==> src/design/bridge_addr_pkg.sv <==
package bridge_addr_pkg;

   // the host sees a 30-bit slice of the GP1 port
   localparam int gp1_addr_width_lp = 30;

   // accelerator physical addresses and rebased PS addresses share one width
   localparam int bp_addr_width_lp = 32;
   localparam int word_width_lp = 32;

   // DRAM is tracked in 8 MB regions, numbered by address bits 29 down to 23
   localparam int region_idx_width_lp = 7;
   localparam int region_msb_lp = 29;

   typedef logic [gp1_addr_width_lp-1:0] gp1_addr_t;
   typedef logic [bp_addr_width_lp-1:0] bp_addr_t;
   typedef logic [word_width_lp-1:0] word_t;
   typedef logic [region_idx_width_lp-1:0] region_idx_t;

   // GP1 window layout as seen by the bridge
   //   0x0000_0000 .. 0x1fff_ffff  cached DRAM, moved up to 0x8000_0000
   //   0x2000_0000 .. 0x3fff_ffff  local space, moved down to 0x0000_0000
   localparam bp_addr_t win_split_lp = 32'h2000_0000;

   // start of cached DRAM in the accelerator map
   localparam bp_addr_t dram_base_lp = 32'h8000_0000;

   // only 256 MB of PS memory is set aside for the accelerator
   localparam bp_addr_t dram_limit_lp = 32'h1000_0000;

endpackage

==> src/design/bridge_csr_pkg.sv <==
package bridge_csr_pkg;

   // the host CSR port has eight word slots
   localparam int csr_idx_width_lp = 3;

   typedef logic [csr_idx_width_lp-1:0] csr_idx_t;

   // one bit per 8 MB DRAM region
   localparam int num_regions_lp = 128;

   typedef logic [num_regions_lp-1:0] region_map_t;

   // slot 0 is the accelerator run bit, low means held in reset
   localparam csr_idx_t csr_run_lp = 3'd0;

   // slot 1 tells the accelerator that PS memory has been allocated
   localparam csr_idx_t csr_alloc_lp = 3'd1;

   // slot 2 holds the physical base of that allocation
   localparam csr_idx_t csr_base_lp = 3'd2;

   // slots 4 to 7 read back the profiler bitmap, lowest word first
   localparam csr_idx_t csr_prof0_lp = 3'd4;
   localparam csr_idx_t csr_prof1_lp = 3'd5;
   localparam csr_idx_t csr_prof2_lp = 3'd6;
   localparam csr_idx_t csr_prof3_lp = 3'd7;

endpackage

==> src/design/gp1_window_xlate.sv <==
module gp1_window_xlate
   import bridge_addr_pkg::*;
   (input  logic      clk_i
   , input  logic      reset_i

   , input  logic      host_v_i
   , input  logic      host_we_i
   , input  gp1_addr_t host_addr_i
   , input  word_t     host_wdata_i

   , output logic      s1_v_o
   , output logic      s1_dram_o
   , output logic      s1_we_o
   , output bp_addr_t  s1_addr_o
   , output word_t     s1_wdata_o
   );

   bp_addr_t host_ext;
   bp_addr_t xlate_addr;

   // the low window lands in cached DRAM and the high window in local space
   always_comb begin
      host_ext = bp_addr_t'(host_addr_i);
      if (host_ext < win_split_lp) begin
         xlate_addr = host_ext + dram_base_lp;
      end else begin
         xlate_addr = host_ext - win_split_lp;
      end
   end

   always_ff @(posedge clk_i) begin
      if (reset_i) begin
         s1_v_o <= 1'b0;
      end else begin
         s1_v_o <= host_v_i;
      end
   end

   // the rest of stage one is qualified by s1_v_o
   always_ff @(posedge clk_i) begin
      if (host_v_i) begin
         s1_dram_o  <= (xlate_addr >= dram_base_lp);
         s1_we_o    <= host_we_i;
         s1_addr_o  <= xlate_addr;
         s1_wdata_o <= host_wdata_i;
      end
   end

   // classification is made on the translated address, so check it against
   // the window the host actually used one cycle earlier
   a_dram_from_low_window: assert property (
      @(posedge clk_i) disable iff (reset_i)
      (s1_v_o && s1_dram_o) |-> ($past(host_ext) < win_split_lp)
   );

endmodule

==> src/design/dram_rebase.sv <==
module dram_rebase
   import bridge_addr_pkg::*;
   (input  logic     clk_i
   , input  logic     reset_i

   , input  logic     s1_v_i
   , input  logic     s1_dram_i
   , input  logic     s1_we_i
   , input  bp_addr_t s1_addr_i
   , input  word_t    s1_wdata_i

   , input  bp_addr_t dram_base_i

   , output logic     local_v_o
   , output logic     local_we_o
   , output bp_addr_t local_addr_o
   , output word_t    local_wdata_o

   , output logic     dram_v_o
   , output logic     dram_we_o
   , output bp_addr_t dram_addr_o
   , output word_t    dram_wdata_o
   , output logic     dram_oob_o
   );

   bp_addr_t dram_off;
   logic     dram_hit;
   logic     local_hit;

   // XOR strips the DRAM base, which leaves the offset into the PS allocation
   always_comb begin
      dram_off  = s1_addr_i ^ dram_base_lp;
      dram_hit  = s1_v_i & s1_dram_i;
      local_hit = s1_v_i & ~s1_dram_i;
   end

   always_ff @(posedge clk_i) begin
      if (reset_i) begin
         local_v_o  <= 1'b0;
         dram_v_o   <= 1'b0;
         dram_oob_o <= 1'b0;
      end else begin
         local_v_o  <= local_hit;
         dram_v_o   <= dram_hit;
         dram_oob_o <= dram_hit & (dram_off >= dram_limit_lp);
      end
   end

   // local accesses keep their stage one address
   always_ff @(posedge clk_i) begin
      if (local_hit) begin
         local_we_o    <= s1_we_i;
         local_addr_o  <= s1_addr_i;
         local_wdata_o <= s1_wdata_i;
      end
   end

   // base register is sampled in the same cycle the access is registered
   always_ff @(posedge clk_i) begin
      if (dram_hit) begin
         dram_we_o    <= s1_we_i;
         dram_addr_o  <= dram_off + dram_base_i;
         dram_wdata_o <= s1_wdata_i;
      end
   end

   // every stage one access leaves on exactly one of the two ports
   a_one_port_per_access: assert property (
      @(posedge clk_i) disable iff (reset_i)
      $onehot0({local_v_o, dram_v_o}) && ((local_v_o || dram_v_o) == $past(s1_v_i))
   );

endmodule

==> src/design/mem_region_profiler.sv <==
module mem_region_profiler
   import bridge_addr_pkg::*;
   import bridge_csr_pkg::*;
   (input  logic        clk_i
   , input  logic        core_reset_i

   , input  logic        s1_v_i
   , input  logic        s1_dram_i
   , input  bp_addr_t    s1_addr_i

   , output region_map_t region_map_o
   );

   region_idx_t region_idx;
   region_map_t hit_mask;

   // bits 29:23 survive the DRAM base offset, so they number the region
   always_comb begin
      region_idx = s1_addr_i[region_msb_lp -: region_idx_width_lp];
      hit_mask   = '0;
      if (s1_v_i && s1_dram_i) begin
         hit_mask[region_idx] = 1'b1;
      end
   end

   // sticky until the accelerator is put back into reset
   always_ff @(posedge clk_i) begin
      if (core_reset_i) begin
         region_map_o <= '0;
      end else begin
         region_map_o <= region_map_o | hit_mask;
      end
   end

   a_map_only_grows: assert property (
      @(posedge clk_i)
      !core_reset_i |=> ((region_map_o & $past(region_map_o)) == $past(region_map_o))
   );

endmodule

==> src/design/host_csr_block.sv <==
module host_csr_block
   import bridge_addr_pkg::*;
   import bridge_csr_pkg::*;
   (input  logic        clk_i
   , input  logic        reset_i

   , input  logic        csr_we_i
   , input  logic        csr_re_i
   , input  csr_idx_t    csr_idx_i
   , input  word_t       csr_wdata_i

   , input  region_map_t region_map_i

   , output word_t       csr_rdata_o
   , output logic        csr_rvalid_o
   , output bp_addr_t    dram_base_o
   , output logic        core_reset_o
   );

   logic     run_r;
   logic     alloc_r;
   bp_addr_t base_r;
   word_t    rdata_mux;

   always_ff @(posedge clk_i) begin
      if (reset_i) begin
         run_r   <= 1'b0;
         alloc_r <= 1'b0;
         base_r  <= '0;
      end else if (csr_we_i) begin
         case (csr_idx_i)
            csr_run_lp:   run_r   <= csr_wdata_i[0];
            csr_alloc_lp: alloc_r <= csr_wdata_i[0];
            csr_base_lp:  base_r  <= csr_wdata_i;
            default:      ;
         endcase
      end
   end

   // the profiler words are read only
   always_comb begin
      case (csr_idx_i)
         csr_run_lp:   rdata_mux = word_t'(run_r);
         csr_alloc_lp: rdata_mux = word_t'(alloc_r);
         csr_base_lp:  rdata_mux = base_r;
         csr_prof0_lp: rdata_mux = region_map_i[0*word_width_lp +: word_width_lp];
         csr_prof1_lp: rdata_mux = region_map_i[1*word_width_lp +: word_width_lp];
         csr_prof2_lp: rdata_mux = region_map_i[2*word_width_lp +: word_width_lp];
         csr_prof3_lp: rdata_mux = region_map_i[3*word_width_lp +: word_width_lp];
         default:      rdata_mux = '0;
      endcase
   end

   always_ff @(posedge clk_i) begin
      if (reset_i) begin
         csr_rvalid_o <= 1'b0;
      end else begin
         csr_rvalid_o <= csr_re_i;
      end
   end

   always_ff @(posedge clk_i) begin
      if (csr_re_i) begin
         csr_rdata_o <= rdata_mux;
      end
   end

   assign dram_base_o = base_r;

   // accelerator stays in reset until the host sets the run bit
   assign core_reset_o = reset_i | ~run_r;

   // a write to the bitmap slots would be dropped without notice
   a_no_profiler_write: assert property (
      @(posedge clk_i) disable iff (reset_i)
      csr_we_i |-> (csr_idx_i < csr_prof0_lp)
   );

endmodule

==> src/design/zynq_bridge_top.sv <==
module zynq_bridge_top
   import bridge_addr_pkg::*;
   import bridge_csr_pkg::*;
   (input  logic      clk_i
   , input  logic      reset_i

   , input  logic      host_v_i
   , input  logic      host_we_i
   , input  gp1_addr_t host_addr_i
   , input  word_t     host_wdata_i

   , input  logic      csr_we_i
   , input  logic      csr_re_i
   , input  csr_idx_t  csr_idx_i
   , input  word_t     csr_wdata_i

   , output logic      core_reset_o

   , output logic      local_v_o
   , output logic      local_we_o
   , output bp_addr_t  local_addr_o
   , output word_t     local_wdata_o

   , output logic      dram_v_o
   , output logic      dram_we_o
   , output bp_addr_t  dram_addr_o
   , output word_t     dram_wdata_o
   , output logic      dram_oob_o

   , output word_t     csr_rdata_o
   , output logic      csr_rvalid_o
   );

   logic        s1_v;
   logic        s1_dram;
   logic        s1_we;
   bp_addr_t    s1_addr;
   word_t       s1_wdata;
   bp_addr_t    dram_base;
   region_map_t region_map;

   gp1_window_xlate xlate0
      (.clk_i(clk_i)
      ,.reset_i(reset_i)
      ,.host_v_i(host_v_i)
      ,.host_we_i(host_we_i)
      ,.host_addr_i(host_addr_i)
      ,.host_wdata_i(host_wdata_i)
      ,.s1_v_o(s1_v)
      ,.s1_dram_o(s1_dram)
      ,.s1_we_o(s1_we)
      ,.s1_addr_o(s1_addr)
      ,.s1_wdata_o(s1_wdata)
      );

   dram_rebase rebase0
      (.clk_i(clk_i)
      ,.reset_i(reset_i)
      ,.s1_v_i(s1_v)
      ,.s1_dram_i(s1_dram)
      ,.s1_we_i(s1_we)
      ,.s1_addr_i(s1_addr)
      ,.s1_wdata_i(s1_wdata)
      ,.dram_base_i(dram_base)
      ,.local_v_o(local_v_o)
      ,.local_we_o(local_we_o)
      ,.local_addr_o(local_addr_o)
      ,.local_wdata_o(local_wdata_o)
      ,.dram_v_o(dram_v_o)
      ,.dram_we_o(dram_we_o)
      ,.dram_addr_o(dram_addr_o)
      ,.dram_wdata_o(dram_wdata_o)
      ,.dram_oob_o(dram_oob_o)
      );

   // profiler watches stage one and is cleared together with the accelerator
   mem_region_profiler prof0
      (.clk_i(clk_i)
      ,.core_reset_i(core_reset_o)
      ,.s1_v_i(s1_v)
      ,.s1_dram_i(s1_dram)
      ,.s1_addr_i(s1_addr)
      ,.region_map_o(region_map)
      );

   host_csr_block csr0
      (.clk_i(clk_i)
      ,.reset_i(reset_i)
      ,.csr_we_i(csr_we_i)
      ,.csr_re_i(csr_re_i)
      ,.csr_idx_i(csr_idx_i)
      ,.csr_wdata_i(csr_wdata_i)
      ,.region_map_i(region_map)
      ,.csr_rdata_o(csr_rdata_o)
      ,.csr_rvalid_o(csr_rvalid_o)
      ,.dram_base_o(dram_base)
      ,.core_reset_o(core_reset_o)
      );

endmodule

==> config.mk <==
export PLATFORM = sky130hd
export DESIGN_NAME = zynq_bridge_top
export DESIGN_NICKNAME = d
export VERILOG_FILES = /design/src/design/bridge_addr_pkg.sv /design/src/design/bridge_csr_pkg.sv /design/src/design/gp1_window_xlate.sv /design/src/design/dram_rebase.sv /design/src/design/mem_region_profiler.sv /design/src/design/host_csr_block.sv /design/src/design/zynq_bridge_top.sv
export SDC_FILE = /design/constraint.sdc
export NUM_CORES = 1
export LEC_CHECK = 0
export BUFFER_PORTS_ARGS = -buffer_cell sky130_fd_sc_hd__buf_2
export CORE_MARGIN = 2
export CORE_UTILIZATION = 40
export DETAILED_ROUTE_END_ITERATION = 10
export SLEW_MARGIN = 10
export SYNTH_ARGS = -nofsm -noshare
export SYNTH_HDL_FRONTEND = slang
export SYNTH_SLANG_ARGS = --single-unit
==> constraint.sdc <==
create_clock -name clk_i -period 4.2 [get_ports clk_i]
set_clock_uncertainty 0.15 [all_clocks]
set_input_delay 0.63 -clock clk_i [delete_from_list [all_inputs] [get_ports clk_i]]
set_output_delay 0.63 -clock clk_i [all_outputs]
set_load 0.01 [all_outputs]
==> results.json, run 1 <==
{
  "status": "finished clean",
  "r2r_setup_slack_ns": 1.05,
  "ctsHoldBuffers": 0,
  "drtIter0Drc": 673,
  "synth.area.top_cells": "edfxtp_1, dfxtp_1, mux4_2, a21oi_1, and2_1",
  "preCtsSetupSlack_ns": 1.16,
  "finalHoldViolCount": 0,
  "drtPass1Iterations": 5,
  "ys_ff_latch": 391,
  "syn_inst": 1121,
  "wl_um": 37700,
  "area_delta_synth_final_pct": 21.8,
  "crit_family": "compound AO/OA/AOI/OAI gates",
  "gp_congestion": 0.820,
  "synth_edf_count": 224,
  "layout-drive-gt1-share_pct": 27.8,
  "tns_ns": 0,
  "cp_slowest_cell": "a211oi_1",
  "synth.largest_area_cell": "edfxtp_1",
  "r2r-end": "rebase0.dram_addr_o[24]$_DFFE_PP_",
  "dieWidth_um": 196,
  "min_delay_worst_endpoint": "xlate0.s1_wdata_o[11]$_DFFE_PP_",
  "path_cells": "ha_1 > fa_1 > a21o_1 > a31o_2 > a211oi_1 > o21ai_1 > a41oi_1 > xnor2_1",
  "yosysSeqAreaShare_pct": 67.9,
  "worstMarginPinSlew_ns": 1.17,
  "critPathRequiredTime_ns": 4.33,
  "ios": 270,
  "tritoncts": "built",
  "start_util_pct": 40.6,
  "criticalPathCategory": "register to register",
  "post-route-util_pct": 49.4,
  "post_cts_buffers": 0,
  "cp-end-kind": "register",
  "cts_buffers": 41,
  "clk_pin_slew_worst_paths_ns": 0.06,
  "reg2reg_depth": 8,
  "max_stage_delay_ns": 0.56,
  "cts_resized": 0,
  "max_freq_mhz": 318,
  "clock_path_buffers": 3,
  "drc": 0,
  "worstPathMaxFanout": 3,
  "syn_area_um2": 14800,
  "cellLeakagePower_nw": 7.03,
  "critical_path_buf_inv_count": 0,
  "overflow": 0,
  "synthArstFlopShare_pct": 0,
  "avgViaCountPerCell": 5.12,
  "grt.total_usage_pct": 19.2,
  "nets": 1519,
  "grt_start_max_net_pins": 66,
  "post_drt_wl_per_cell_um": 19.9,
  "synth-main-ff-cell": "edfxtp_1",
  "hold_ws_ns": 0.116,
  "slew_violations": 0,
  "worstHoldPathCells": 1,
  "postSynthAreaPerCell_um2": 13.2,
  "port_buffers": 267,
  "antenna_left": 0,
  "synth_top_area_share_pct": 45.4,
  "synth_common_cells": "edfxtp_1, dfxtp_1, a21oi_1",
  "rr_startpoint": "xlate0.s1_addr_o[0]$_DFFE_PP_",
  "ys_warn_count": 0,
  "vdd_drop_max_v": 0.000216,
  "power_density_nw_per_um2": 467,
  "fp.coreArea_um2": 36500,
  "synth.most_common_cell": "edfxtp_1",
  "cp-start-kind": "register",
  "dieArea_um2": 38600,
  "crit_arrival_ns": 3.27,
  "period_share_pct": 74.9,
  "grt_setup_unrepaired": "no",
  "yosysUniqueCellTypes": 64,
  "rows": 70,
  "grt_pass1_vias": 9410,
  "clk_latency_ns": 0.54,
  "h-tree-depth": 2,
  "grt_pass1_wl_um": 56200,
  "clock_sinks": 391,
  "max_cap_viol_count": 0,
  "dr_total_vias": 9666,
  "fin_ws_ns": 1.05,
  "setup_viol_count_final": 0,
  "relSlewSlack_pct": 21.5,
  "postLayoutCellArea_um2": 18100,
  "die_y_um": 196,
  "antenna_found_initial": 2,
  "hold_path.class": "primary input to register",
  "placed_cell_area_um2": 16700,
  "dp_hpwl_um": 26600,
  "min_period_ns": 3.15,
  "hp-start": "host_wdata_i[11]",
  "clock-root-buffer": "clkbuf_16"
}
## worst max path at each step
stage	to	startpoint	depth (start not counted)	slack, ns
2_1_floorplan	rebase0.local_addr_o[0]$_DFFE_PP_	xlate0.s1_dram_o$_DFFE_PP_	1	0.35
3_3_place_gp	rebase0.dram_addr_o[24]$_DFFE_PP_	xlate0.s1_addr_o[0]$_DFFE_PP_	8	1.19
3_5_place_dp	rebase0.dram_addr_o[24]$_DFFE_PP_	xlate0.s1_addr_o[0]$_DFFE_PP_	8	1.16
4_1_cts	rebase0.dram_addr_o[24]$_DFFE_PP_	xlate0.s1_addr_o[0]$_DFFE_PP_	8	1.13
5_1_grt	rebase0.dram_addr_o[24]$_DFFE_PP_	xlate0.s1_addr_o[0]$_DFFE_PP_	8	1.0
6_report	rebase0.dram_addr_o[24]$_DFFE_PP_	xlate0.s1_addr_o[0]$_DFFE_PP_	8	1.05
## final cells by class
class / instances / area [um2]
sequential: 391 / 10100
inverter: 12 / 45.0
clock buffer: 61 / 1180
timing repair buffer: 287 / 1500
tap: 468 / 586
multi-input combinational: 653 / 4490
antenna: 2 / 5.00
fill: 3086 / 18500
clock inverter: 15 / 179
## cell usage in the layout, fill, tap and decap left out, types with 7 or more instances in the layout
| cell type | n |
|---|---|
| ha_1 | 29 |
| nor3_1 | 9 |
| clkbuf_16 | 43 |
| buf_4 | 20 |
| buf_2 | 266 |
| dfxtp_1 | 167 |
| nand2_1 | 100 |
| mux4_2 | 30 |
| inv_1 | 10 |
| o21ai_0 | 14 |
| edfxtp_1 | 224 |
| xnor2_1 | 14 |
| clkinv_1 | 7 |
| nand3_1 | 17 |
| a21o_1 | 10 |
| and2_1 | 68 |
| nor2_1 | 84 |
| a21oi_1 | 124 |
| clkbuf_1 | 14 |
| xor2_1 | 10 |
| nor2b_1 | 9 |
| a22o_1 | 30 |
## where the power goes
group          switching [mW]  internal [mW]  leakage (nW)
Clock                    1.43           2.20         0.662
Sequential             0.0789           4.21          3.48
Combinational           0.318          0.187          2.89
## sequential cells by signal, indices dropped and copies added, names as in the netlist, 30 cells and up
| name | flops |
|---|---|
| xlate0.s1_addr_o | 30 |
| rebase0.local_wdata_o | 32 |
| rebase0.dram_addr_o | 32 |
| csr0.csr_rdata_o | 32 |
| prof0.region_map_o | 128 |
| csr0.dram_base_o | 32 |
| rebase0.dram_wdata_o | 32 |
| xlate0.s1_wdata_o | 32 |
| rebase0.local_addr_o | 30 |
## metrics by stage
step / instances / total power [mW]
after floorplan: 1122 / 4.62
final: 1889 / 8.43
after global placement: 1811 / 4.87
after CTS: 1887 / 8.53
after detailed placement: 1811 / 4.89
after global routing: 1887 / 8.72
## metal layers
metal / GRT usage [%] / wire length, um / vias to the layer above
li1: - / - / 4634
met1: 24.6 / 15900 / 4642
met2: 32.8 / 18200 / 333
met3: 4.24 / 2660 / 57
met4: 5.72 / 932 / 0
met5: 0 / 0 / -
## logic make-up (layout without fill, tap and decap cells)
family / Yosys count / in the layout / share of synthesized area, %
flops: 391 / 391 / 67.9
simple gates: 324 / 324 / 10.6
compound gates: 234 / 234 / 10.2
buf+inv: 78 / 375 / 2.06
mux: 39 / 39 / 5.19
fa+ha+maj: 30 / 30 / 2.58
xor+xnor: 24 / 24 / 1.42
other cells: 1 / 4 / 0.0253
## worst reg2reg max path, cell delays in order (launching register included)
cell	delay [ns]
edfxtp_1	0.39
ha_1	0.25
fa_1	0.43
a21o_1	0.23
a31o_2	0.28
a211oi_1	0.56
o21ai_1	0.22
a41oi_1	0.28
xnor2_1	0.09
(Power assumes the default switching activity.)
==> run 2, diff against run 1 <==
==> constraint.sdc (replaced) <==
create_clock -name clk_i -period 3.2 [get_ports clk_i]
set_clock_uncertainty 0.15 [all_clocks]
set_input_delay 0.48 -clock clk_i [delete_from_list [all_inputs] [get_ports clk_i]]
set_output_delay 0.48 -clock clk_i [all_outputs]
set_load 0.01 [all_outputs]
==> run 2 against run 1 <==
  * First-iteration DRC count fell by 14%
  * Sequential cell count unchanged
  * Combinational power increased by 49%
  * Critical path depth did not move
  * Register-to-register slack lost 0.73 ns
  * Worst hold slack got worse by 0.091 ns
  * Utilization increased by 1.8 points
  * Sequential power increased by 31%
  * Final cell count grew 3.3%
==> results.json, run 2 (synthesis gave the netlist of run 1 again) <==
{
  "dp_hpwl_um": 26600,
  "postLayoutCellArea_um2": 18700,
  "fp.coreArea_um2": 36500,
  "min_period_ns": 2.87,
  "regArea_um2": 10100,
  "grt_util_met1_pct": 25.1,
  "clock_sinks": 391,
  "cp-start-kind": "register",
  "stdcell_count": 1951,
  "tritoncts": "built",
  "layout-drive-gt1-share_pct": 27.2,
  "wl_um": 38700,
  "worstMarginPinSlew_ns": 0.953,
  "hold_path.class": "primary input to register",
  "placed_cell_area_um2": 16800,
  "gr-usage-met2_pct": 32.4,
  "clk_pin_slew_worst_paths_ns": 0.07,
  "tns_ns": 0,
  "worstPathMaxFanout": 5,
  "die_y_um": 196,
  "post-route-util_pct": 51.2,
  "vdd_drop_max_v": 0.000327,
  "max_freq_mhz": 348,
  "start_util_pct": 40.6,
  "cellLeakagePower_nw": 7.32,
  "met3_usage_pct": 4.38,
  "gp_congestion": 0.890,
  "antenna_left": 0,
  "grt_start_max_net_pins": 66,
  "clock_path_buffers": 3,
  "grt_setup_unrepaired": "no",
  "drc": 0,
  "drtIter0Drc": 581,
  "antenna_found_initial": 2,
  "avgViaCountPerCell": 5.15,
  "relSlewSlack_pct": 36.1,
  "criticalPathCategory": "register to register",
  "status": "finished clean",
  "cp-end-kind": "register",
  "largest_reg_flops": 128,
  "max_cap_viol_count": 0,
  "layout_common_cells": "buf_2, edfxtp_1, dfxtp_1, a21oi_1, nand2_1",
  "grt_pass1_vias": 10037,
  "grt_pass1_wl_um": 57700,
  "area_delta_synth_final_pct": 26.3,
  "multiInputGateArea_um2": 4470,
  "crit_arrival_ns": 3.07,
  "rows": 70,
  "post_cts_buffers": 0,
  "overflow": 0,
  "nets": 1586,
  "dr_total_vias": 10054,
  "dieArea_um2": 38600,
  "preCtsSetupSlack_ns": 0.354,
  "finalHoldViolCount": 0,
  "fillerInstances": 3112,
  "ios": 270,
  "final_common_cell": "buf_2",
  "dieWidth_um": 196,
  "setup_viol_count_final": 0,
  "dp_cells": 1818,
  "cts_buffers": 39,
  "post_drt_wl_per_cell_um": 19.8,
  "fin_ws_ns": 0.327,
  "hold_ws_ns": 0.0252,
  "top_register": "prof0.region_map_o",
  "top_usage_layer": "met2",
  "clk_latency_ns": 0.54,
  "h-tree-depth": 2,
  "period_share_pct": 89.8,
  "port_buffers": 267,
  "clock-root-buffer": "clkbuf_16",
  "power_density_nw_per_um2": 588,
  "slew_violations": 0,
  "critPathRequiredTime_ns": 3.39,
  "power_mw": 11.0,
  "drtPass1Iterations": 5,
  "grt.total_usage_pct": 19.7
}
[run 2: cell types whose count changed in the layout (fill, tap and decap cells not counted), sizes merged]
cell	before	now
dlygate4sd3	0	62
clkinvlp	0	2
buf	287	294
clkinv	10	12
clkbuf	61	51
diode	2	1
[run 2: where the power goes]
| group | internal, mW | switching [mW] |
|---|---|---|
| combinational | 0.308 | 0.443 |
| sequential | 5.53 | 0.0894 |
| clock | 2.74 | 1.90 |
[run 2: worst max-delay path: stages, from the launching register on]
cell,delay (ns)
edfxtp_1,0.39
ha_1,0.25
fa_1,0.43
a21o_1,0.23
a31o_2,0.28
a21oi_2,0.28
o41ai_4,0.17
mux2i_1,0.16
a2111oi_2,0.34
[run 2: path summary, 6_finish.rpt]
check,cells past startpoint,slack [ns],start,end
setup / recovery,8,0.33,xlate0.s1_addr_o[0]$_DFFE_PP_,rebase0.dram_addr_o[26]$_DFFE_PP_
hold / removal,3,0.03,csr_wdata_i[14],csr0.dram_base_o[14]$_SDFFE_PP0P_
setup reg to reg,8,0.33,xlate0.s1_addr_o[0]$_DFFE_PP_,rebase0.dram_addr_o[26]$_DFFE_PP_
hold reg to reg,0,0.30,xlate0.s1_wdata_o[18]$_DFFE_PP_,rebase0.local_wdata_o[18]$_DFFE_PP_
[run 2: layer usage]
layer	routed length, um	vias to the layer above
li1	-	4763
met1	16500	4830
met2	18100	372
met3	2650	87
met4	1500	2
met5	13	-
[run 2: repair_timing]
action                    4_1_cts  5_1_grt
gates resized for setup         0        0
hold buffers                   62        0
hold endpoints to repair       62        0
[run 2: layout make-up]
class	instances	share of cell area (%)
Multi-Input combinational cell	653	23.9
Inverter	12	0.241
Timing Repair Buffer	356	12.0
Clock buffer	51	5.84
Tap cell	468	3.13
Clock inverter	19	1.16
Antenna cell	1	0.0134
Sequential cell	391	53.8
